**src/common/dcache_geometry_pkg.sv**
```systemverilog
package dcache_geometry_pkg;

    // address split
    localparam int tag_width = 20;
    localparam int index_width = 8;
    localparam int offset_width = 4;

    // line shape
    localparam int line_bytes = 16;
    localparam int line_words = 4;
    localparam int line_width = 128;

    typedef logic [tag_width-1:0] tag_t;
    typedef logic [index_width-1:0] index_t;
    typedef logic [offset_width-1:0] offset_t;

    // word number inside a line
    typedef logic [$clog2(line_words)-1:0] word_sel_t;

    typedef logic [31:0] word_t;
    typedef logic [3:0] wstrb_t;

    typedef logic [line_width-1:0] line_t;
    typedef logic [line_bytes-1:0] line_strb_t;

    typedef logic [tag_width+index_width+offset_width-1:0] mem_addr_t;

endpackage

```
**src/source/dcache_lookup_stage.sv**
```systemverilog
module dcache_lookup_stage #(
    parameter int num_ways = 2
) (
    input  dcache_geometry_pkg::tag_t       req_tag,
    input  dcache_geometry_pkg::word_sel_t  req_word,
    input  dcache_geometry_pkg::line_strb_t req_line_strb,
    input  dcache_geometry_pkg::line_t      req_write_line,
    input  dcache_geometry_pkg::tag_t       way_tag [num_ways],
    input  logic [num_ways-1:0]             way_valid,
    input  dcache_geometry_pkg::line_t      way_line [num_ways],
    input  dcache_geometry_pkg::line_t      fill_line,
    input  logic                            use_fill,
    output logic                            hit,
    output logic [$clog2(num_ways)-1:0]     hit_way,
    output dcache_geometry_pkg::word_t      rdata,
    output dcache_geometry_pkg::line_t      merged_line
);

    localparam int way_bits = $clog2(num_ways);
    localparam int word_bits = $bits(dcache_geometry_pkg::word_t);

    logic [num_ways-1:0]        hit_mask;
    dcache_geometry_pkg::line_t base_line;

    // tags are unique within a set, so at most one way matches
    always_comb begin
        hit_mask = '0;
        hit_way = '0;
        for (int w = 0; w < num_ways; w++) begin
            hit_mask[w] = way_valid[w] && (way_tag[w] == req_tag);
            if (hit_mask[w]) begin
                hit_way = way_bits'(w);
            end
        end
    end

    assign hit = |hit_mask;

    assign base_line = use_fill ? fill_line : way_line[hit_way];

    assign rdata = base_line[req_word*word_bits +: word_bits];

    // strobed bytes from the request, rest from the base line
    always_comb begin
        for (int b = 0; b < dcache_geometry_pkg::line_bytes; b++) begin
            merged_line[b*8 +: 8] = req_line_strb[b] ? req_write_line[b*8 +: 8]
                                                     : base_line[b*8 +: 8];
        end
    end

endmodule

```
**config.mk**
```make
export PLATFORM = sky130hd
export DESIGN_NAME = dcache_lookup_stage
export DESIGN_NICKNAME = d
export VERILOG_FILES = /design/src/common/dcache_geometry_pkg.sv /design/src/source/dcache_lookup_stage.sv
export SDC_FILE = /design/constraint.sdc
export NUM_CORES = 1
export LEC_CHECK = 0
export BUFFER_PORTS_ARGS = -buffer_cell sky130_fd_sc_hd__buf_2
export CAP_MARGIN = 40
export CELL_PAD_IN_SITES_DETAIL_PLACEMENT = 1
export CELL_PAD_IN_SITES_GLOBAL_PLACEMENT = 1
export CORE_AREA = 2 2 298 300
export DETAILED_ROUTE_END_ITERATION = 8
export DIE_AREA = 0 0 300 302
export GPL_ROUTABILITY_DRIVEN = 1
export MAX_ROUTING_LAYER = met4
export PLACE_DENSITY_LB_ADDON = 0.1
export SETUP_SLACK_MARGIN = 0.2
export SYNTH_ARGS = -nofsm -noshare
export SYNTH_HDL_FRONTEND = slang
export SYNTH_SLANG_ARGS = --single-unit
```
**constraint.sdc**
```tcl
create_clock -name vclk -period 2.55
set_input_delay 0.3825 -clock vclk [all_inputs]
set_output_delay 0.3825 -clock vclk [all_outputs]
set_load 0.01 [all_outputs]
```
Word-level counts from Yosys, hierarchy flattened:

Cells that the tools add are included.

* input bits: 593
* register bits: 0
* output and inout port bits: 162
* word-level logic and storage cells: 29

* bitwise logic cells: 1
* shift operators: 1
* equal/unequal tests: 2
* magnitude comparators: 1
* multiplexer cells: 21
* reduce and logical (&&, ||, !) cells: 3

Operator list (count)
* 128-bit 2-to-1 mux: 4
* 8-bit 2-to-1 mux: 16
* 128-bit by 8-bit variable part select with 32-bit output: 1
* 20-bit == test: 2
* 2-bit greater-or-equal comparator (second input constant): 1
* 1-bit logical AND: 2
* 1-bit inverter with 2-bit output: 1
* 2-bit OR reduction: 1
* 1-bit 2-to-1 mux: 1

Depth between registers and ports, before layout:

* depth after elaboration: 9
* gate-level depth with buffers: 9
* mapped depth without buffers: 6

Worst setup path after synthesis:

OpenSTA, ideal clock, no wires.

* path type: input-to-output
* from: input req_tag[15]
* to: output rdata[23]
* path slack: 0.128 ns
* stages: 9
* data arrival time: 2.039 ns
* data required time: 2.168 ns
* path buffers: 3
* cells stage by stage: xor2_1 > nor4_2 > nand3_1 > buf_6 > buf_6 > buf_6 > o21ai_1 > a21oi_1 > mux4_2

* longest elaborated chain between the ends: 9

Ends and longest elaborated chain
* start: declaration: line dcache_lookup_stage.sv:4 `input dcache_geometry_pkg::tag_t req_tag,`
* 20-bit == test: line dcache_lookup_stage.sv:30 `hit_mask[w] = way_valid[w] && (way_tag[w] == req_tag);`
* 1-bit logical AND: line dcache_lookup_stage.sv:30
* 1-bit 2-to-1 mux: line dcache_lookup_stage.sv:31 `if (hit_mask[w]) begin`
* 1-bit inverter with 2-bit output (not written as such): line dcache_lookup_stage.sv:39 `assign base_line = use_fill ? fill_line : way_line[hit_way];`
* 128-bit 2-to-1 mux (not written as such) (3 in a row): line dcache_lookup_stage.sv:39
* 128-bit 2-to-1 mux: line dcache_lookup_stage.sv:39
* 128-bit by 8-bit variable part select with 32-bit output: line dcache_lookup_stage.sv:41 `assign rdata = base_line[req_word*word_bits +: word_bits];`
* end: declaration: line dcache_lookup_stage.sv:15 `output dcache_geometry_pkg::word_t rdata,`

Every way passes these cells. The select of a mux whose other input is x is not followed.

Worst setup path in the final report:

* from: input req_tag[2]
* to: output rdata[31]

The elaborated chain is that of the path after synthesis.

==> impl_results.md <==
* Status: finished with violations
* Failing checks: setup timing
* Die X at 300 µm
* # nets final at between 2000 and 2500
* Hold_buf cts at 0
* Pre-CTS setup slack at -0.739 ns
* Share of power burned in combinational logic at 100.0%
* Share of cells above drive strength 1 at around 84%
* PortBufs at 755
* Clock Power Share at 0%
* Final Wtd Congestion at around 0.84
* Routed vias/inst at 3.70
* Routed Antenna Nets at 0
* Post-Synth XOR/XNOR Area at 5.85%
* GRT Total Usage at about 15%
* Switching Fraction at about 44%
* CP Capture Type: primary output
* RSZ-0062 raised after global routing: true
* Data arrival, critical path at approximately 2.7 ns
* Setup TNS Final at -62.17 ns
* 1st-iter DRT viols at 258
* Routed vias at between 10000 and 15000
* Fin crit share at 123%
* P_int at approximately 1.6 mW
* Sequential cell count at 0
* Largest net degree at the start of global routing at 66
* Largest family of logic cells by synthesized area: multiplexers
* Initial core utilization at roughly 7%
* Post-DP HPWL at 55700 µm
* Critical path peak fanout at 6
* Max-cap viol count at 0
* Core area at 0.0876 mm²
* Final hold vios at 0
* Synth Area in Compound Gates at 34.9%
* Adder-cell share of the synthesized area at 0%
* Area Overhead vs Synth at 195%
* Final WS setup at -0.577 ns
* Rel. slew slack at 69.4%
* Yosys top cell by area: mux2_2
* Clk_buf instances at 0
* Hold path cells at 3
* FP Rows at roughly 110
* Crit path time final at approximately 3.1 ns
* Pleak at 7.47 nW
* Worst-margin pin slew at 0.459 ns
* List of most frequent post-synthesis cells: a21oi_1, a31oi_1, nor2b_1, mux2_2, o21ai_1
* Startpoint types: primary input
* Proportion of synthesized area in mux cells at 36.1%
* Peak Freq at 0.320 GHz
* Gr ovfl total at 0
* Register area at 0 µm²
* Die ar. at between 0.09 and 0.1 mm²
* # setup viols final at roughly 160
* Sequential area share after synthesis at 0%
* VDD IR-drop max at roughly 86 µV
* Simple-Gate Fraction of Synth Area at about 15%
* Detailed Route WL at approximately 72000 µm
* Final Cell Area at between 0.015 and 0.02 mm²
* Reg power frac at 0%
* Wire per inst at 24.3 µm
* Netlist Area Pre-Place at between 0.005 and 0.006 mm²
* WHS at 1.06 ns
* DRT Pass-1 Iters at 4
* Total power at ~2.9 mW
* # DRC at 0
* Vias in the first global route at 12188
* I/O pin cnt at 755
* Post-Syn Instances at between 800 and 900
* Hold WC Path Type: in2out
* Max Slew Vio Count at 0
* Avg Cell Area, Syn at a little over 7 µm²
* Placed cell areas at about 0.013 mm²
* Post-synth top area share at 23.5%
* Yosys warning total at 0
* WP data required at ~2.2 ns
* Synth unique cells at 23
* Antenna violations before repair at 35
* Post-Syn Nets at 1429
* Switching pwr at between 1 and 1.5 mW
* First-pass GRT wire length at about 93000 µm
* Power per cell area at 163 mW/mm²
* Die H at ~300 µm
* Critical path class: in2out
* Synth area leaders: mux2_2, a31oi_1, nor2b_1
[routing by layer]
layer | vias to the layer above | share of wire, % | track usage [%]
li1 | 5161 | - | -
met1 | 5382 | 39 | 16.5
met2 | 420 | 54 | 27.8
met3 | 25 | 5.8 | 2.66
met4 | 0 | 0.59 | 1.29
met5 | - | 0 | -
[power groups by stage]
stage	clock network (mW)	registers [mW]	logic, mW
2_1_floorplan	0	0	0.895
3_3_place_gp	0	0	2.20
3_5_place_dp	0	0	2.20
4_1_cts	0	0	2.57
5_1_grt	0.00000116	0	3.07
6_report	0.00000128	0	2.87
[final cells by class]
class,instances,area [µm²]
repair buffers,1055,8320
well taps,1165,1460
diodes,24,60.1
multi-input cells,729,7850
fillers,10347,69900
[worst max-delay path, cell delays in order]
cell and delay, ns:
buf_6 0.09, xor2_1 0.16, nor4_2 0.30, buf_4 0.16, nand4_1 0.10, buf_6 0.19, buf_12 0.15, buf_16 0.16
o21ai_2 0.13, a21oi_1 0.08, buf_4 0.17, mux4_2 0.47, buf_2 0.16
[per-stage QoR]
step	std cells	util [%]
after detailed placement	2853	14.4
after CTS	2909	17.5
after global placement	2853	14.4
after global routing	2971	20.2
after floorplan	836	-
final	2973	20.2
[final timing paths]
kind	start	to
worst min-delay path	req_write_line[70]	merged_line[70]
worst max-delay path	req_tag[2]	rdata[31]
[what timing repair did]
item | 4_1_cts | 5_1_grt
gates resized for setup | 415 | 336
setup buffers | 35 | 30
pin swaps | 80 | 79
setup endpoints to repair | 162 | 162
cloned | 21 | 10
[cell families (layout without fill, tap and decap cells)]
family | Yosys count | after routing
AOI/OAI and AO/OA | 385 | 385
xor gates and xnor gates | 40 | 40
other | 0 | 24
buffers and inverters | 107 | 1055
muxes | 160 | 160
and+or+nand+nor | 144 | 144
[cell usage in the layout, fill, tap and decap left out, types with 18 or more instances in the layout]
| cell | Yosys | final |
|---|---|---|
| buf_4 | 0 | 173 |
| nor2b_1 | 128 | 128 |
| xor2_1 | 23 | 18 |
| buf_6 | 3 | 177 |
| o21ai_1 | 120 | 19 |
| a21oi_2 | 0 | 99 |
| buf_2 | 43 | 616 |
| buf_12 | 0 | 35 |
| mux4_2 | 32 | 32 |
| o21ai_2 | 0 | 62 |
| mux2_4 | 0 | 80 |
| o21ai_4 | 0 | 47 |
| a31oi_1 | 128 | 76 |
| buf_16 | 0 | 26 |
| diode_2 | 0 | 24 |
| a31oi_4 | 0 | 40 |
| mux2_2 | 125 | 48 |
(Power assumes the default switching activity.)
