**src/common/dcache_geometry_pkg.sv**
```systemverilog
package dcache_geometry_pkg;

    // address split
    localparam int tag_width = 20;
    localparam int index_width = 8;
    localparam int offset_width = 4;

    // line shape
    localparam int line_bytes = 16;
    localparam int line_words = 4;
    localparam int line_width = 128;

    typedef logic [tag_width-1:0] tag_t;
    typedef logic [index_width-1:0] index_t;
    typedef logic [offset_width-1:0] offset_t;

    // word number inside a line
    typedef logic [$clog2(line_words)-1:0] word_sel_t;

    typedef logic [31:0] word_t;
    typedef logic [3:0] wstrb_t;

    typedef logic [line_width-1:0] line_t;
    typedef logic [line_bytes-1:0] line_strb_t;

    typedef logic [tag_width+index_width+offset_width-1:0] mem_addr_t;

endpackage

```
**src/common/dcache_ctrl_pkg.sv**
```systemverilog
package dcache_ctrl_pkg;

    // pipe operation codes
    typedef logic [2:0] op_t;

    localparam op_t op_read = 3'b000;
    localparam op_t op_write = 3'b001;

    typedef enum logic [2:0] {
        idle,
        lookup,
        miss,
        writeback,
        refill
    } ctrl_state_t;

endpackage

```
**src/miss_ctrl/dcache_miss_ctrl.sv**
```systemverilog
module dcache_miss_ctrl #(
    parameter int num_ways = 2
) (
    input  logic                           clk,
    input  logic                           resetn,
    input  logic                           valid,
    input  dcache_ctrl_pkg::op_t           req_op,
    input  dcache_geometry_pkg::tag_t      req_tag,
    input  dcache_geometry_pkg::index_t    req_index,
    input  logic                           hit,
    input  logic [$clog2(num_ways)-1:0]    hit_way,
    input  dcache_geometry_pkg::tag_t      way_tag [num_ways],
    input  dcache_geometry_pkg::line_t     way_line [num_ways],
    input  logic [num_ways-1:0]            way_valid,
    input  logic [num_ways-1:0]            way_dirty,
    input  logic                           rd_rdy,
    input  logic                           ret_valid,
    input  logic                           ret_last,
    input  dcache_geometry_pkg::word_t     ret_data,
    input  logic                           wr_rdy,
    output logic                           addr_ok,
    output logic                           data_ok,
    output logic                           use_fill,
    output dcache_geometry_pkg::line_t     fill_line,
    output logic                           store_write_en,
    output logic [$clog2(num_ways)-1:0]    store_write_way,
    output logic                           store_write_dirty,
    output logic                           rd_req,
    output dcache_geometry_pkg::mem_addr_t rd_addr,
    output logic                           wr_req,
    output dcache_geometry_pkg::mem_addr_t wr_addr,
    output dcache_geometry_pkg::line_t     wr_data
);

    localparam int way_bits = $clog2(num_ways);
    localparam int word_bits = $bits(dcache_geometry_pkg::word_t);
    localparam int offset_width = dcache_geometry_pkg::offset_width;

    dcache_ctrl_pkg::ctrl_state_t   state;
    logic [way_bits-1:0]            victim;
    logic                           victim_dirty;
    logic                           rd_sent;
    dcache_geometry_pkg::word_sel_t beat_cnt;
    dcache_geometry_pkg::line_t     fill_buf;

    logic is_write;
    logic in_lookup;
    logic in_refill;
    logic read_hit;
    logic hit_write;
    logic refill_done;

    assign is_write = req_op == dcache_ctrl_pkg::op_write;
    assign in_lookup = state == dcache_ctrl_pkg::lookup;
    assign in_refill = state == dcache_ctrl_pkg::refill;
    assign read_hit = in_lookup && hit && !is_write;
    assign hit_write = in_lookup && hit && is_write;
    assign refill_done = in_refill && ret_valid && ret_last;

    // a read hit frees the lookup slot for the next request
    assign addr_ok = valid && (state == dcache_ctrl_pkg::idle || read_hit);

    // writes are posted, so they finish in lookup even on a miss
    assign data_ok = (in_lookup && (hit || is_write)) || (refill_done && !is_write);

    assign victim_dirty = way_valid[victim] && way_dirty[victim];

    always_ff @(posedge clk) begin
        if (!resetn) begin
            state <= dcache_ctrl_pkg::idle;
        end else begin
            case (state)
                dcache_ctrl_pkg::idle: begin
                    if (addr_ok) begin
                        state <= dcache_ctrl_pkg::lookup;
                    end
                end
                dcache_ctrl_pkg::lookup: begin
                    if (!hit) begin
                        state <= dcache_ctrl_pkg::miss;
                    end else if (!addr_ok) begin
                        state <= dcache_ctrl_pkg::idle;
                    end
                end
                dcache_ctrl_pkg::miss: begin
                    state <= victim_dirty ? dcache_ctrl_pkg::writeback : dcache_ctrl_pkg::refill;
                end
                dcache_ctrl_pkg::writeback: begin
                    if (wr_rdy) begin
                        state <= dcache_ctrl_pkg::refill;
                    end
                end
                dcache_ctrl_pkg::refill: begin
                    if (refill_done) begin
                        state <= dcache_ctrl_pkg::idle;
                    end
                end
                default: begin
                    state <= dcache_ctrl_pkg::idle;
                end
            endcase
        end
    end

    // round robin replacement
    always_ff @(posedge clk) begin
        if (!resetn) begin
            victim <= '0;
        end else if (refill_done) begin
            victim <= (victim == way_bits'(num_ways - 1)) ? '0 : victim + 1'b1;
        end
    end

    always_ff @(posedge clk) begin
        if (!resetn || !in_refill) begin
            rd_sent <= 1'b0;
        end else if (rd_rdy) begin
            rd_sent <= 1'b1;
        end
    end

    // beats come lowest word first, counter wraps after the last one
    always_ff @(posedge clk) begin
        if (!resetn) begin
            beat_cnt <= '0;
        end else if (in_refill && ret_valid) begin
            beat_cnt <= beat_cnt + 1'b1;
        end
    end

    always_ff @(posedge clk) begin
        if (in_refill && ret_valid) begin
            fill_buf <= fill_line;
        end
    end

    always_comb begin
        fill_line = fill_buf;
        if (ret_valid) begin
            fill_line[beat_cnt*word_bits +: word_bits] = ret_data;
        end
    end

    assign use_fill = in_refill;

    assign store_write_en = hit_write || refill_done;
    assign store_write_way = in_lookup ? hit_way : victim;
    assign store_write_dirty = is_write;

    assign rd_req = in_refill && !rd_sent;
    assign rd_addr = {req_tag, req_index, {offset_width{1'b0}}};

    assign wr_req = state == dcache_ctrl_pkg::writeback;
    assign wr_addr = {way_tag[victim], req_index, {offset_width{1'b0}}};
    assign wr_data = way_line[victim];

endmodule

```
**config.mk**
```make
export PLATFORM = sky130hd
export DESIGN_NAME = dcache_miss_ctrl
export DESIGN_NICKNAME = d
export VERILOG_FILES = /design/src/common/dcache_geometry_pkg.sv /design/src/common/dcache_ctrl_pkg.sv /design/src/miss_ctrl/dcache_miss_ctrl.sv
export SDC_FILE = /design/constraint.sdc
export NUM_CORES = 1
export LEC_CHECK = 0
export ABC_CLOCK_PERIOD_IN_PS = 8200
export BUFFER_PORTS_ARGS = -buffer_cell sky130_fd_sc_hd__buf_2
export CORE_AREA = 2 2 272 274
export CTS_BUF_LIST = sky130_fd_sc_hd__clkbuf_4
export DETAILED_ROUTE_END_ITERATION = 8
export DIE_AREA = 0 0 274 276
export SLEW_MARGIN = 10
export SYNTH_ARGS = -nofsm -noshare
export SYNTH_HDL_FRONTEND = slang
export SYNTH_SLANG_ARGS = --single-unit
```
**constraint.sdc**
```tcl
create_clock -name clk -period 8.2 [get_ports clk]
set_clock_uncertainty 0.2 [all_clocks]
set_input_delay 0 -clock clk [delete_from_list [all_inputs] [get_ports clk]]
set_output_delay 0 -clock clk [all_outputs]
set_load 0.01 [all_outputs]
```
======== Yosys cells after proc, flatten, opt, wreduce, memory -nomap -nowiden ========
Index checks and enable logic that the tools add are counted.
operators by class
  $add $sub $neg .......................... 3
  multiply operators ...................... 0
  div/mod/pow operators ................... 0
  order comparisons ....................... 2
  equal/unequal tests ..................... 9
  shift operators ......................... 2
  mux-type cells .......................... 21
  bitwise gates (word level) .............. 1
  reduce and logical (&&, ||, !) cells .... 21
operator list
  kind                         count
  $mux W128                    4
  $bwmux W128                  1
  $shift A32 B34 Y128 const A  1
  $shiftx A32 B34 Y128         1
  $mux W20                     3
  $neg A7 Y34                  1
  $mux W3                      6
  $pmux W3 S5                  1
  $logic_and A1 B1 Y1          10
  $eq A3 B1 Y1 const B         2
  $eq A3 B2 Y1 const B         2
  $mux W1                      6
  $logic_or A1 B1 Y1           5
  $logic_not A1 Y1             4
  $ne A2 B2 Y1 const B         2
  $reduce_and A4 Y1            1
  $eq A3 B3 Y1 const B         1
  $logic_not A3 Y1             1
  $ne A3 B3 Y1 const B         1
  $add A2 B1 Y2 const B        1
  $ge A2 B2 Y1 const B         1
  $lt A1 B2 Y1 const B         1
  $ne A2 B1 Y1 const B         1
  $not A1 Y2                   1
  $add A1 B1 Y1 const B        1
word-level totals
  flip-flop bits (word level) ............. 135
  bits in latches ......................... 0
  memory bits (writable) .................. 0
  bits in read-only memories .............. 0
  output and inout port bits .............. 328
  logic and storage cells ................. 64
  memories ................................ 0

======== Longest topological paths before layout ========
  depth in word-level cells ............... 8
  gate-level depth with buffers ........... 6

======== Least setup slack after synthesis ========
OpenSTA, ideal clock, no wires.
  path type ............................... reg-to-reg
  from .................................... reg state[2]
  to ...................................... reg victim
  setup time .............................. 0.115 ns
  data arrival time ....................... 5.146 ns
  data required time ...................... 7.885 ns
  slack ................................... 2.739 ns
  cell stages (with the launch flop) ...... 7
  buffers on the path ..................... 2
  period minus slack after synthesis ...... 5.461 ns
  path through ............................ dfxtp_1 buf_2 nor4bb_1 clkbuf_1 nand2_1 xnor2_1 and2_1
on the way
  longest elaborated chain between the ends .. 3
ends and longest elaborated chain
  element                            RTL line                 text
  start: declaration                 dcache_miss_ctrl.sv:39   dcache_ctrl_pkg::ctrl_state_t state;
  start signal: assignment           dcache_miss_ctrl.sv:70   state <= dcache_ctrl_pkg::idle;
  start signal: assignment           dcache_miss_ctrl.sv:75   state <= dcache_ctrl_pkg::lookup;
  start signal: assignment           dcache_miss_ctrl.sv:80   state <= dcache_ctrl_pkg::miss;
  $eq A3 B3 Y1                       dcache_miss_ctrl.sv:55   assign in_refill = state == dcache_ctrl_pkg::refill;
  $logic_and A1 B1 Y1 (2 in series)  dcache_miss_ctrl.sv:58   assign refill_done = in_refill && ret_valid && ret_last;
  end signal: assignment             dcache_miss_ctrl.sv:110  victim <= (victim == way_bits'(num_ways - 1)) ? '0 : victim + 1'b1;
  end: declaration                   dcache_miss_ctrl.sv:40   logic [way_bits-1:0] victim;
Every way passes these cells.
A chain may end at the register's enable or synchronous reset.

======== Worst setup path in the final report ========
  from .................................... reg victim
  to ...................................... reg state[2]
on the way
  longest elaborated chain between the ends .. 5
  elaborated cells between the ends (all ways) .. 7
  classes of those cells .................. 6 x mux; 1 x reduce/logical
ends and longest elaborated chain
  element                                      RTL line                text
  $mux W1 (not written as such) (2 in series)  dcache_miss_ctrl.sv:66  assign victim_dirty = way_valid[victim] && way_dirty[victim];
  $logic_and A1 B1 Y1 *                        dcache_miss_ctrl.sv:66
  $mux W3 *                                    dcache_miss_ctrl.sv:86  state <= victim_dirty ? dcache_ctrl_pkg::writeback : dcache_ctrl_pkg::refill;
  $pmux W3 S5 *                                dcache_miss_ctrl.sv:72  case (state)
  end signal: assignment                       dcache_miss_ctrl.sv:70
  end signal: assignment                       dcache_miss_ctrl.sv:75
  end signal: assignment                       dcache_miss_ctrl.sv:86
Mark *: on every way between the ends. The rest lies on a longest branch, timed or not. The select of a mux whose other input is x is not followed.

==> results.ini <==
[worst_hold_path]
worstHoldPathCells = 3
hold_path.class = primary input to primary output

[logic_synthesis]
synth_xor_area_frac = 0.00226
synth.area.mux_share = 0.218
synth-simple-area-share = 0.0355
synth_compound_area_frac = 0.152
synth_top_area_cell = edfxtp_1
synth.avg_cell_area_um2 = 13.9
synth_area_leaders = edfxtp_1, mux2_2, a22o_1, buf_4, dfxtp_1
synth_cells = 558
synth_area_um2 = 7750
yosysSeqAreaShare = 0.514
synth_top_family_by_area = multiplexers
synth_fa_ha_area_frac = 0.00807
synth.yosys.warnings = 0
synth-seq-cells = 135
ys_types = 36
synth_top_area_share = 0.496

[power_and_ir_drop]
switching_share = 0.334
power.share.combinational = 0.247
p_leak_nw = 5.59
p_sw_mw = 0.549
finalPower_mw = 1.64
p_int_mw = 1.10
clock_power_share = 0.291
power_density_nw_per_um2 = 125
peakVddDrop_uv = 88.2
pwr-share-seq = 0.462

[cts]
hold_buffers = 118
cts_setup_buffers = 0
clk_pin_slew_ns = 0.19
tritoncts = yes
ctsResizeCount = 0
clock_latency_ns = 0.69
clockBufferDepth = 2
cts_root_buffer = clkbuf_4
cts_buffers = 17
h-tree-depth = 4
cts.sinks = 135

[global_routing]
overflow = 0
grt_pass1_wl_um = 74400
grt_usage = 0.150
grt_max_degree = 85
antenna_found_initial = 13
first_global_vias = 7958

[final_layout]
nFillCells = 8047
drive_gt1_frac = 0.656
mostFrequentLayoutCells = buf_2, mux2_2, a22o_1, edfxtp_1, dlygate4sd3_1
area_growth_pct = 70.1
layout_commonest_cell = buf_2
final_nets = 1630
post-route-util = 0.182

[drt]
wl_per_cell_um = 26.4
drc_errors = 0
wirelength_um = 58800
vias_per_cell = 3.57
vias = 7967
first_pass_iters = 5
ant_nets = 0
drtIter0Drc = 334

[status]
status = completed

[floorplan]
die_x_um = 274
die_y_um = 276
io_pins = 700
die-area_um2 = 75600
num_rows = 99
core_area_um2 = 72600
start_util = 0.107

[place]
gp_congestion = 0.911
hpwl_um = 48800
portBuffers = 627

[sta]
fin_setup_tns_ns = 0
grt_setup_unrepaired = false
slew_violations = 0
worst_pin_slew_ns = 1.14
fmax_ghz = 0.228
min_period_over_period = 0.535
slew_headroom = 0.237
finalHoldViolCount = 0
setup_viol = 0
min_period_ns = 4.38

[setup_path]
path_max_fanout = 84
cp_data_required_time_ns = 8.61
ff2ff_path_depth = 8
crit_type = flip-flop to flip-flop
cp.arrival_ns = 4.79
start_kind = flip-flop
endpoint_kind = flip-flop

[run]
max-cap-violations = 0

==> area by class of cell <==
cell class                 count  area (um^2)  share of cell area
inverter                       4         15.0             0.00114
timing repair buffer         756         4400               0.334
sequential                   135         3990               0.303
tap                          959         1200              0.0910
clock buffer                  17          128             0.00968
antenna                        8         20.0             0.00152
clock inverter                14          140              0.0106
multi-input combinational    339         3290               0.249
==> per-layer routing <==
metal	GRT usage	wire length (um)	vias up
met3	0.0838	7780	43
met5	0	51	-
met1	0.190	25400	3831
met4	0.0307	701	8
li1	-	-	3592
met2	0.222	24900	493
==> kinds of logic after synthesis <==
logic type               Yosys count
buffers and inverters             91
multiplexers                     150
adder cells (fa/ha/maj)            5
AND/OR/NAND/NOR                   37
flip-flops                       135
AO/OA/AOI/OAI                    137
XOR/XNOR                           2
other                              1
==> state kept, by name, indices dropped and copies added, names as in the netlist <==
register / flops
rd_sent: 1
fill_buf: 128
victim: 1
state: 3
beat_cnt: 2
==> synthesized netlist by cell type <==
| cell type | n |
|---|---|
| nor4b_4 | 2 |
| nand3_1 | 3 |
| inv_1 | 3 |
| clkbuf_1 | 18 |
| nand2b_1 | 1 |
| and2_1 | 2 |
| and3b_1 | 1 |
| mux2i_1 | 1 |
| dfxtp_1 | 7 |
| ha_1 | 5 |
| conb_1 | 1 |
| o211ai_1 | 1 |
| and4bb_2 | 1 |
| nor3b_1 | 2 |
| a21oi_1 | 2 |
| buf_4 | 44 |
| nor2_1 | 4 |
| or3b_1 | 1 |
| nand2_1 | 9 |
| nor3_1 | 1 |
| a21o_1 | 1 |
| nand3b_1 | 2 |
| nor4_4 | 1 |
| buf_2 | 25 |
| nor4b_2 | 1 |
| o21ai_0 | 3 |
| inv_2 | 1 |
| a22o_1 | 128 |
| o311a_1 | 1 |
| mux2_2 | 149 |
| nor2b_1 | 4 |
| nor4bb_1 | 1 |
| xnor2_1 | 2 |
| nand4b_1 | 1 |
| edfxtp_1 | 128 |
| o31a_1 | 1 |
==> worst max-delay path, cell delays in order (launching register included) <==
cell,delay [ns]
dfxtp_4,0.95
buf_4,0.87
nand3_1,0.13
dlygate4sd3_1,0.61
a21o_1,0.17
dlygate4sd3_1,0.55
nand4b_1,0.09
mux2i_1,0.07
dlygate4sd3_1,0.55
==> worst paths after layout <==
path | slack (ns) | to | from
hold reg to reg | 0.39 | fill_buf[122]$_DFFE_PN_ | fill_buf[122]$_DFFE_PN_
hold / removal | 0.11 | wr_data[122] | way_line[250]
setup / recovery | 3.82 | state[2]$_SDFFE_PN0P_ | victim$_SDFFE_PN0P_
setup reg to reg | 3.82 | state[2]$_SDFFE_PN0P_ | victim$_SDFFE_PN0P_
==> power groups by stage <==
stage / Clock (mW) / Combinational [mW] / Sequential (mW)
floorplan: 0 / 0.135 / 0.773
global placement: 0 / 0.358 / 0.775
detailed placement: 0 / 0.359 / 0.775
CTS: 0.524 / 0.416 / 0.759
global route: 0.539 / 0.439 / 0.760
finish: 0.479 / 0.406 / 0.760
==> stage by stage <==
step,setup WS (ns),instances,hold slack [ns],area (um^2)
finish,3.82,2232,0.112,13200
global placement,5.06,2075,-0.200,11700
CTS,3.82,2224,0.0189,13200
detailed placement,5.06,2075,-0.200,11700
global route,3.50,2231,0.0642,13200
floorplan,2.74,565,-0.108,7770
No activity file was read; power rests on OpenSTA's default activity.
