File: src/common/dcache_geometry_pkg.sv
package dcache_geometry_pkg;

    // address split
    localparam int tag_width = 20;
    localparam int index_width = 8;
    localparam int offset_width = 4;

    // line shape
    localparam int line_bytes = 16;
    localparam int line_words = 4;
    localparam int line_width = 128;

    typedef logic [tag_width-1:0] tag_t;
    typedef logic [index_width-1:0] index_t;
    typedef logic [offset_width-1:0] offset_t;

    // word number inside a line
    typedef logic [$clog2(line_words)-1:0] word_sel_t;

    typedef logic [31:0] word_t;
    typedef logic [3:0] wstrb_t;

    typedef logic [line_width-1:0] line_t;
    typedef logic [line_bytes-1:0] line_strb_t;

    typedef logic [tag_width+index_width+offset_width-1:0] mem_addr_t;

endpackage

File: src/common/dcache_ctrl_pkg.sv
package dcache_ctrl_pkg;

    // pipe operation codes
    typedef logic [2:0] op_t;

    localparam op_t op_read = 3'b000;
    localparam op_t op_write = 3'b001;

    typedef enum logic [2:0] {
        idle,
        lookup,
        miss,
        writeback,
        refill
    } ctrl_state_t;

endpackage

File: src/source/dcache_request_stage.sv
module dcache_request_stage (
    input  logic                            clk,
    input  logic                            resetn,
    input  logic                            accept,
    input  dcache_ctrl_pkg::op_t            op,
    input  dcache_geometry_pkg::tag_t       tag,
    input  dcache_geometry_pkg::index_t     index,
    input  dcache_geometry_pkg::offset_t    offset,
    input  dcache_geometry_pkg::wstrb_t     wstrb,
    input  dcache_geometry_pkg::word_t      wdata,
    output dcache_ctrl_pkg::op_t            req_op,
    output dcache_geometry_pkg::tag_t       req_tag,
    output dcache_geometry_pkg::index_t     req_index,
    output dcache_geometry_pkg::word_sel_t  req_word,
    output dcache_geometry_pkg::line_strb_t req_line_strb,
    output dcache_geometry_pkg::line_t      req_write_line
);

    localparam int word_bits = $bits(dcache_geometry_pkg::word_t);
    localparam int strb_bits = $bits(dcache_geometry_pkg::wstrb_t);

    dcache_geometry_pkg::wstrb_t req_wstrb;
    dcache_geometry_pkg::word_t  req_wdata;

    always_ff @(posedge clk) begin
        if (!resetn) begin
            req_op <= dcache_ctrl_pkg::op_read;
        end else if (accept) begin
            req_op <= op;
        end
    end

    always_ff @(posedge clk) begin
        if (accept) begin
            req_tag <= tag;
            req_index <= index;
            req_word <= offset[dcache_geometry_pkg::offset_width-1:2];
            req_wstrb <= wstrb;
            req_wdata <= wdata;
        end
    end

    // reads carry an empty mask so the merge leaves the line untouched
    always_comb begin
        req_line_strb = '0;
        req_write_line = '0;
        if (req_op == dcache_ctrl_pkg::op_write) begin
            req_line_strb[req_word*strb_bits +: strb_bits] = req_wstrb;
        end
        req_write_line[req_word*word_bits +: word_bits] = req_wdata;
    end

endmodule

File: config.mk
export PLATFORM = sky130hd
export DESIGN_NAME = dcache_request_stage
export DESIGN_NICKNAME = d
export VERILOG_FILES = /design/src/common/dcache_geometry_pkg.sv /design/src/common/dcache_ctrl_pkg.sv /design/src/source/dcache_request_stage.sv
export SDC_FILE = /design/constraint.sdc
export NUM_CORES = 1
export LEC_CHECK = 0
export CAP_MARGIN = 20
export CORE_AREA = 4 4 95 97
export DETAILED_ROUTE_END_ITERATION = 7
export DIE_AREA = 0 0 99 101
export DONT_BUFFER_PORTS = 1
export PLACE_DENSITY = 0.57
export SYNTH_ARGS = -nofsm -noshare
export SYNTH_HDL_FRONTEND = slang
export SYNTH_SLANG_ARGS = --single-unit
File: constraint.sdc
create_clock -name clk -period 1.72 [get_ports clk]
set_input_delay 0.086 -clock clk [delete_from_list [all_inputs] [get_ports clk]]
set_output_delay 0.086 -clock clk [all_outputs]
set_load 0.05 [all_outputs]
**Yosys cells after proc, flatten, opt, wreduce, memory -nomap -nowiden**

Index checks and enable logic that the tools add are counted.

- Flip-flop bits (word level): 69
- Input bits: 74
- Output and inout bits: 177
- Word-level logic and storage cells: 16

- $add $sub $neg: 2
- Equality and inequality tests: 1
- Shift-type cells: 4
- Mux-type cells: 1
- Bitwise operators: 2

Operators with widths:

| operator | number |
|---|---|
| $and 128x128->128 | 1 |
| $shift 32x34->128 const A | 1 |
| $shiftx 32x34->128 | 1 |
| $neg 4->34 | 1 |
| $neg 7->34 | 1 |
| $shift 4x34->16 const A | 1 |
| $shiftx 4x34->16 | 1 |
| $and 16x16->16 | 1 |
| $mux 16 | 1 |
| $eq 3x1->1 const B | 1 |

**Longest topological paths before layout**

Gate-level depths: netlist (run 1).

- Depth after elaboration: 4
- Gate-level depth with buffers: 5
- Mapped depth without buffers: 4

**Worst setup path after synthesis (run 1)**

No wires, ideal clock.

- Path type: register -> output
- Start point: reg req_word[0]
- End point: out req_line_strb[14]
- Data arrival time: 2740 ps
- Data required time: 1634 ps
- Setup slack: -1106 ps
- Cell stages (with the launch flop): 5
- Buffers on the path: 0
- Path through: edfxtp_1 > inv_1 > ha_1 > nand4bb_1 > nor3_1

- Cells in the longest elaborated chain, start to end: 4
- Elaborated cells on any way between the ends: 5
- Those cells by class: add/sub: 1; shift: 2; mux: 1; bitwise: 1

Ends and longest elaborated chain:

| element | line | RTL |
|---|---|---|
| from (decl) | dcache_request_stage.sv:14 | `output dcache_geometry_pkg::word_sel_t req_word,` |
| from (signal assigned) | dcache_request_stage.sv:37 | `req_word <= offset[dcache_geometry_pkg::offset_width-1:2];` |
| $neg 4->34 (*) | dcache_request_stage.sv:48 | `req_line_strb[req_word*strb_bits +: strb_bits] = req_wstrb;` |
| $shiftx 4x34->16 / $shift 4x34->16 (equally long branches) | dcache_request_stage.sv:48 |  |
| $and 16x16->16 (no source line) (*) | - |  |
| $mux 16 (*) | dcache_request_stage.sv:47 | `if (req_op == dcache_ctrl_pkg::op_write) begin` |
| to (decl) | dcache_request_stage.sv:15 | `output dcache_geometry_pkg::line_strb_t req_line_strb,` |

Every way passes the cells marked *; elsewhere a longest branch is shown, timed or not.

**Final worst setup path (run 1)**

- Start point: reg req_word[0]
- End point: out req_write_line[57]

- Cells in the longest elaborated chain, start to end: 3
- Elaborated cells on any way between the ends: 4
- Those cells by class: add/sub: 1; shift: 2; bitwise: 1

Ends and longest elaborated chain:

| element | line | RTL |
|---|---|---|
| $neg 7->34 (*) | dcache_request_stage.sv:50 | `req_write_line[req_word*word_bits +: word_bits] = req_wdata;` |
| $shiftx 32x34->128 / $shift 32x34->128 (equally long branches) | dcache_request_stage.sv:50 |  |
| $and 128x128->128 (no source line) (*) | - |  |
| to (decl) | dcache_request_stage.sv:16 | `output dcache_geometry_pkg::line_t req_write_line` |

Marks and branches as above.

==> results of run 1 <==
-- area by class of cell --
type	instances	area, µm²	share of cell area
clock buffer	11	141	0.0262
clock inverter	5	60.1	0.0111
tap	105	131	0.0244
inverter	2	7.51	0.00139
timing repair buffer	119	1470	0.272
sequential	69	2040	0.379
multi-input combinational	167	1540	0.285
antenna	1	2.50	0.000464
-- synth_stat cells (2+ instances only) --
library cell,instances
ha_1,5
inv_1,2
nor2_1,15
mux2i_1,3
and2_1,128
nor2b_1,3
buf_2,9
clkbuf_1,3
edfxtp_1,66
nand4bb_1,6
dfxtp_1,3
-- sequential cells by signal (all words and copies together), names as in the netlist --
register and cells:
req_index 8, req_op 3, req_tag 20, req_wdata 32, req_word 2, req_wstrb 4
-- power by group through the flow --
stage                     Sequential [mW]  Clock, mW  Combinational [mW]
after floorplan                      2.31          0               0.512
after global placement               2.31          0               0.631
after detailed placement             2.31          0               0.629
after CTS                            2.28       1.37               0.829
after global routing                 2.30       1.47               0.888
final                                2.28       1.35               0.855
-- how the worst max path moves through the flow --
stage	from	to	slack (ns)
after global routing	req_word[0]$_DFFE_PP_	req_write_line[55]	-0.36
after floorplan	req_word[0]$_DFFE_PP_	req_line_strb[11]	-0.47
after detailed placement	req_word[1]$_DFFE_PP_	req_write_line[127]	0.04
after CTS	req_word[0]$_DFFE_PP_	req_write_line[82]	-0.32
after global placement	req_word[0]$_DFFE_PP_	req_write_line[80]	0.05
final	req_word[0]$_DFFE_PP_	req_write_line[57]	-0.30
-- worst max-delay path: cells and delay by family, from the launching register on --
family	cells	cell delay, ns
buf+inv	3	0.34
flops	1	0.39
simple gates	2	0.54
fa+ha+maj	1	0.32
-- cells by family (layout without fill, tap and decap cells) --
logic type    count (synthesis)  count (layout)  share of synthesized area
fa+ha+maj                     5               5                     0.0195
other cells                   0               1                          0
buf+inv                      14             137                     0.0199
simple gates                159             159                      0.316
mux                           3               3                    0.00935
flops                        69              69                      0.636
-- routing by layer --
layer / wire, µm / GRT usage / up-vias
li1: - / - / 1073
met1: 3530 / 0.210 / 1137
met2: 5780 / 0.372 / 150
met3: 1210 / 0.0983 / 9
met4: 110 / 0.0473 / 0
met5: 0 / 0 / -
-- stage by stage --
| step | setup TNS, ns | setup slack [ns] | instances | utilization | hold WS, ns |
|---|---|---|---|---|---|
| final | -33.23 | -0.304 | 479 | 0.662 | -0.138 |
| after global routing | -43.37 | -0.364 | 479 | 0.662 | -0.167 |
| after CTS | -35.39 | -0.315 | 475 | 0.651 | -0.161 |
| after detailed placement | 0 | 0.0428 | 377 | 0.504 | 0.185 |
| after global placement | 0 | 0.0458 | 377 | 0.504 | 0.185 |
| after floorplan | -43.49 | -0.471 | 250 | - | 0.185 |
-- layout by cell type, fill, tap and decap left out, types with 2 or more instances in the layout --
cell type      count
and2_2             3
and2_4           125
and4bb_4           2
buf_12            19
buf_16             3
buf_4              7
buf_6             16
clkbuf_16          2
clkbuf_8          10
clkinv_4           2
dfxtp_1            3
dlygate4sd3_1     72
edfxtp_1          66
ha_1               2
ha_4               2
inv_2              2
mux2i_1            3
nand4bb_1          6
nor2_1             6
nor2_2             2
nor2_4             7
nor2b_1            3
-- what timing repair did --
| item | 4_1_cts | 5_1_grt |
|---|---|---|
| buffers inserted | 5 | 2 |
| setup endpoints to repair | 144 | 144 |
| hold endpoints to repair | 135 | 66 |
| pin swaps | 23 | 6 |
| cloned | 5 | 2 |
| resized for setup | 40 | 9 |
==> flow_metrics.env, run 1 <==
export IMPL_io_pins=251
export IMPL_syn_area_per_cell_um2=12.8
export IMPL_hold_path_class="in -> reg"
export IMPL_drt_iter0_markers=73
export IMPL_path_cells="inv_2, ha_4, and4b_2, buf_12, clkbuf_16, and2_4"
export IMPL_worst_pin_slew_ns=0.509
export IMPL_cts_root_buf="clkbuf_8"
export IMPL_synthArstFlopShare=0
export IMPL_synth_area_top_cells="edfxtp_1 (62%), and2_1 (25%), nand4bb_1 (2.1%)"
export IMPL_leakagePower_nw=2.09
export IMPL_hold_ws_ns=-0.138
export IMPL_clock_latency_ns=0.33
export IMPL_grtUsageTotal=0.204
export IMPL_overflow=0
export IMPL_comb_power_share=0.191
export IMPL_internal_power_mw=3.06
export IMPL_max_stage_delay_ns=0.39
export IMPL_row_count=33
export IMPL_netlist_instances=250
export IMPL_dpl_cell_area_mm2=0.00410
export IMPL_fp_coreArea_mm2=0.00813
export IMPL_die_y_um=101
export IMPL_gp_congestion=0.717
export IMPL_viasPerCell=4.95
export IMPL_drt_pass1_iterations=4
export IMPL_hold_path_cell_count=0
export IMPL_synth_top_cell_area_share=0.617
export IMPL_ant_nets=0
export IMPL_cts_buffers_inserted=9
export IMPL_routed_wl_mm=10.6
export IMPL_fin_crit_sh=1.18
export IMPL_min_from="accept"
export IMPL_rr_startpoint="req_op[0]$_SDFFE_PN0P_"
export IMPL_dr_total_vias=2369
export IMPL_ctsHoldBuffers=72
export IMPL_ir_worst_vdd_v=0.000723
export IMPL_final_setup_viol_count=144
export IMPL_avgRoutedWirePerCell_um=22.2
export IMPL_cts_tree="built"
export IMPL_synthFlopType="edfxtp_1"
export IMPL_route_detailed_drc=0
export IMPL_start_util=0.395
export IMPL_rsz0062_at_grt="yes"
export IMPL_synth_warnings=0
export IMPL_arrival_ns=1.94
export IMPL_yosys_register_bits=69
export IMPL_ys_seq_area_frac=0.636
export IMPL_required_ns=1.63
export IMPL_r2r_slack_ns=0.25
export IMPL_power_share_clock=0.301
export IMPL_syn_area_mm2=0.00321
export IMPL_status="complete, but fails checks"
export IMPL_grt_first_pass_wirelength_mm=15.4
export IMPL_yosysTopAreaCell="edfxtp_1"
export IMPL_critical_path_class="reg -> out"
export IMPL_fillerInstances=577
export IMPL_p_total_mw=4.48
export IMPL_clk_pin_slew_worst_paths_ns=0.08
export IMPL_layout_drive_gt1_share=0.563
export IMPL_final_min_clock_period_ns=2.02
export IMPL_syn_to_final_growth_pct=67.7
export IMPL_violations="hold timing, setup timing"
export IMPL_rr_endpoint="req_op[0]$_SDFFE_PN0P_"
export IMPL_pwr_share_seq=0.508
export IMPL_hold_end="req_tag[5]$_DFFE_PP_"
export IMPL_skew_ns=0
export IMPL_switchingPower_mw=1.42
export IMPL_cpMaxStageDelayCell="edfxtp_1"
export IMPL_fmax_mhz=494
export IMPL_start_kind="flip-flop"
export IMPL_cts_sinks=69
export IMPL_power_density_mw_per_mm2=832
export IMPL_cap_violations=0
export IMPL_finalHoldViolations=66
export IMPL_final_net_count=447
export IMPL_chipWidth_um=99
export IMPL_synth_fp_nets=329
export IMPL_grt_max_degree=70
export IMPL_synth_edf_count=66
export IMPL_port_buffer_count=0
export IMPL_end_kind="primary output"
export IMPL_die_area_mm2=0.0100
export IMPL_relSlewSlack=0.661
export IMPL_maxSlewViolCount=0
export IMPL_synth_cell_types=18
export IMPL_cts_htree_levels=3
export IMPL_dp_hpwl_mm=6.47
export IMPL_cts_buffer_depth=2
export IMPL_grt_pass1_vias=2548
export IMPL_swShare=0.317
export IMPL_r2r_cells=4
export IMPL_final_area_mm2=0.00539
export IMPL_antenna_found_initial=1
export IMPL_worst_slack_ns=-0.304
export IMPL_crit_fanout=8
Note: power is estimated with default switching activity, not from simulation.
==> run 2: changes to the inputs <==
- CORE_AREA: 4 4 95 97 -> 4 4 96 98
- DIE_AREA: 0 0 99 101 -> 0 0 100 102
- PLACE_DENSITY: 0.57 -> 0.56
==> run 2 against run 1 <==
- the run still ends with hold timing, setup timing left
- via count fell by 0.76%
- count of clock-buffer cells in the layout is 2 lower
- critical path depth down 1
- highest routed layer unchanged
==> flow_metrics.env, run 2 (synthesis results as in run 1) <==
export IMPL_worst_slack_ns=-0.296
export IMPL_chipWidth_um=100
export IMPL_leakagePower_nw=2.03
export IMPL_crit_fanout=16
export IMPL_start_util=0.379
export IMPL_largest_register="req_wdata"
export IMPL_die_area_mm2=0.0102
export IMPL_final_setup_viol_count=144
export IMPL_port_buffer_count=0
export IMPL_cts_sinks=69
export IMPL_final_area_mm2=0.00527
export IMPL_overflow=0
export IMPL_finalHoldViolations=66
export IMPL_final_cells=474
export IMPL_start_kind="flip-flop"
export IMPL_final_common_cell="and2_4"
export IMPL_ctsHoldBuffers=72
export IMPL_clock_latency_ns=0.34
export IMPL_routed_wl_mm=9.77
export IMPL_dp_hpwl_mm=6.17
export IMPL_io_pins=251
export IMPL_place_inst=377
export IMPL_wl_met1_mm=3.18
export IMPL_layout_drive_gt1_share=0.566
export IMPL_final_cell_mix="and2_4 (128), dlygate4sd3_1 (72), edfxtp_1 (66)"
export IMPL_dr_max_layer_used="met4"
export IMPL_power_density_mw_per_mm2=818
export IMPL_die_y_um=102
export IMPL_end_kind="primary output"
export IMPL_gp_congestion=0.657
export IMPL_dpl_cell_area_mm2=0.00406
export IMPL_cts_buffer_depth=2
export IMPL_antenna_found_initial=0
export IMPL_skew_ns=0
export IMPL_route_detailed_drc=0
export IMPL_required_ns=1.63
export IMPL_viasPerCell=4.96
export IMPL_antenna_cells=0
export IMPL_row_count=34
export IMPL_largestRegisters="req_wdata (32), req_tag (20), req_index (8)"
export IMPL_grt_first_pass_wirelength_mm=14.5
export IMPL_critical_path_class="reg -> out"
export IMPL_final_min_clock_period_ns=2.02
export IMPL_rsz0062_at_grt="yes"
export IMPL_fmax_mhz=496
export IMPL_dr_wl_met2_mm=5.22
export IMPL_drt_pass1_iterations=4
export IMPL_max_stage_delay_ns=0.43
export IMPL_drt_iter0_markers=66
export IMPL_largest_reg_flops=32
export IMPL_switchingPower_mw=1.43
export IMPL_fin_crit_sh=1.17
export IMPL_ir_worst_vdd_v=0.000649
export IMPL_maxSlewViolCount=0
export IMPL_path_cells="inv_2, ha_4, and4bb_4, buf_12, and2_4"
export IMPL_grt_max_degree=70
export IMPL_final_net_count=440
export IMPL_avgRoutedWirePerCell_um=20.6
export IMPL_fp_coreArea_mm2=0.00847
export IMPL_cts_root_buf="clkbuf_8"
export IMPL_cts_tree="built"
export IMPL_cpMaxStageDelayCell="edfxtp_1"
export IMPL_ant_nets=0
export IMPL_hold_ws_ns=-0.152
export IMPL_dr_total_vias=2351
export IMPL_cts_htree_levels=3
export IMPL_swShare=0.332
export IMPL_dr_wl_met3_mm=1.28
export IMPL_grt_pass1_vias=2539
export IMPL_hold_path_class="in -> reg"
export IMPL_cap_violations=0
export IMPL_internal_power_mw=2.88
export IMPL_cts_buffers_inserted=9
export IMPL_fin_setup_tns_ns=-32.90
export IMPL_power_share_clock=0.278
export IMPL_status="complete, but fails checks"
export IMPL_syn_to_final_growth_pct=64.0
export IMPL_clk_pin_slew_worst_paths_ns=0.08
export IMPL_grtUsageTotal=0.189
export IMPL_pwr_share_seq=0.528
export IMPL_violations="hold timing, setup timing"
export IMPL_comb_power_share=0.194
export IMPL_arrival_ns=1.93
export IMPL_relSlewSlack=0.651
export IMPL_worst_pin_slew_ns=0.524
[run 2: cell types whose count changed in the layout (fill, tap and decap cells not counted), sizes merged]
cell	previous run	this run
buf	45	40
bufinv	1	0
clkbuf	13	9
diode	1	0
inv	2	5
[run 2: cell type report]
class / count / area (µm²)
Fill cell: 646 / 3200
Sequential cell: 69 / 2040
Multi-Input combinational cell: 167 / 1580
Timing Repair Buffer: 112 / 1320
Tap cell: 108 / 135
Clock buffer: 9 / 124
Clock inverter: 7 / 56.3
Inverter: 2 / 7.51
[run 2: per-layer routing]
layer,vias to the layer above,global-route usage
met4,0,0.0560
met5,-,0
met3,7,0.100
li1,1062,-
met1,1127,0.193
met2,155,0.337
[run 2: critical path, delay by kind of cell, from the launching register on]
kind / cells / cell delay, ns
and+or+nand+nor: 2 / 0.63
DFF: 1 / 0.43
buffers and inverters: 2 / 0.29
adders and majority gates: 1 / 0.23
[run 2: path summary, 6_finish.rpt]
path	from	end	slack [ns]	cells past startpoint
worst max register to register	req_op[2]$_SDFFE_PN0P_	req_op[2]$_SDFFE_PN0P_	0.23	4
worst max-delay path	req_word[0]$_DFFE_PP_	req_write_line[97]	-0.30	5
worst min register to register	req_op[0]$_SDFFE_PN0P_	req_op[0]$_SDFFE_PN0P_	1.32	4
worst min-delay path	accept	req_tag[4]$_DFFE_PP_	-0.15	0
[run 2: what timing repair did]
item,CTS,global route
hold endpoints to repair,135,66
resized for setup,53,14
pin swaps,25,7
cloned,5,0
endpoints found under the setup margin,144,144
buffers inserted,7,0
[run 2: power groups by stage]
| stage | registers [mW] | clock network [mW] | logic (mW) |
|---|---|---|---|
| CTS | 2.27 | 1.23 | 0.841 |
| global placement | 2.31 | 0 | 0.623 |
| global route | 2.30 | 1.33 | 0.874 |
| finish | 2.27 | 1.20 | 0.836 |
| detailed placement | 2.30 | 0 | 0.624 |
| floorplan | 2.31 | 0 | 0.512 |
[run 2: stage by stage]
stage	util	total power, mW	setup slack [ns]
detailed placement	0.479	2.93	-0.00179
floorplan	-	2.82	-0.471
finish	0.622	4.31	-0.296
CTS	0.624	4.34	-0.312
global placement	0.479	2.93	0.0355
global route	0.622	4.50	-0.380
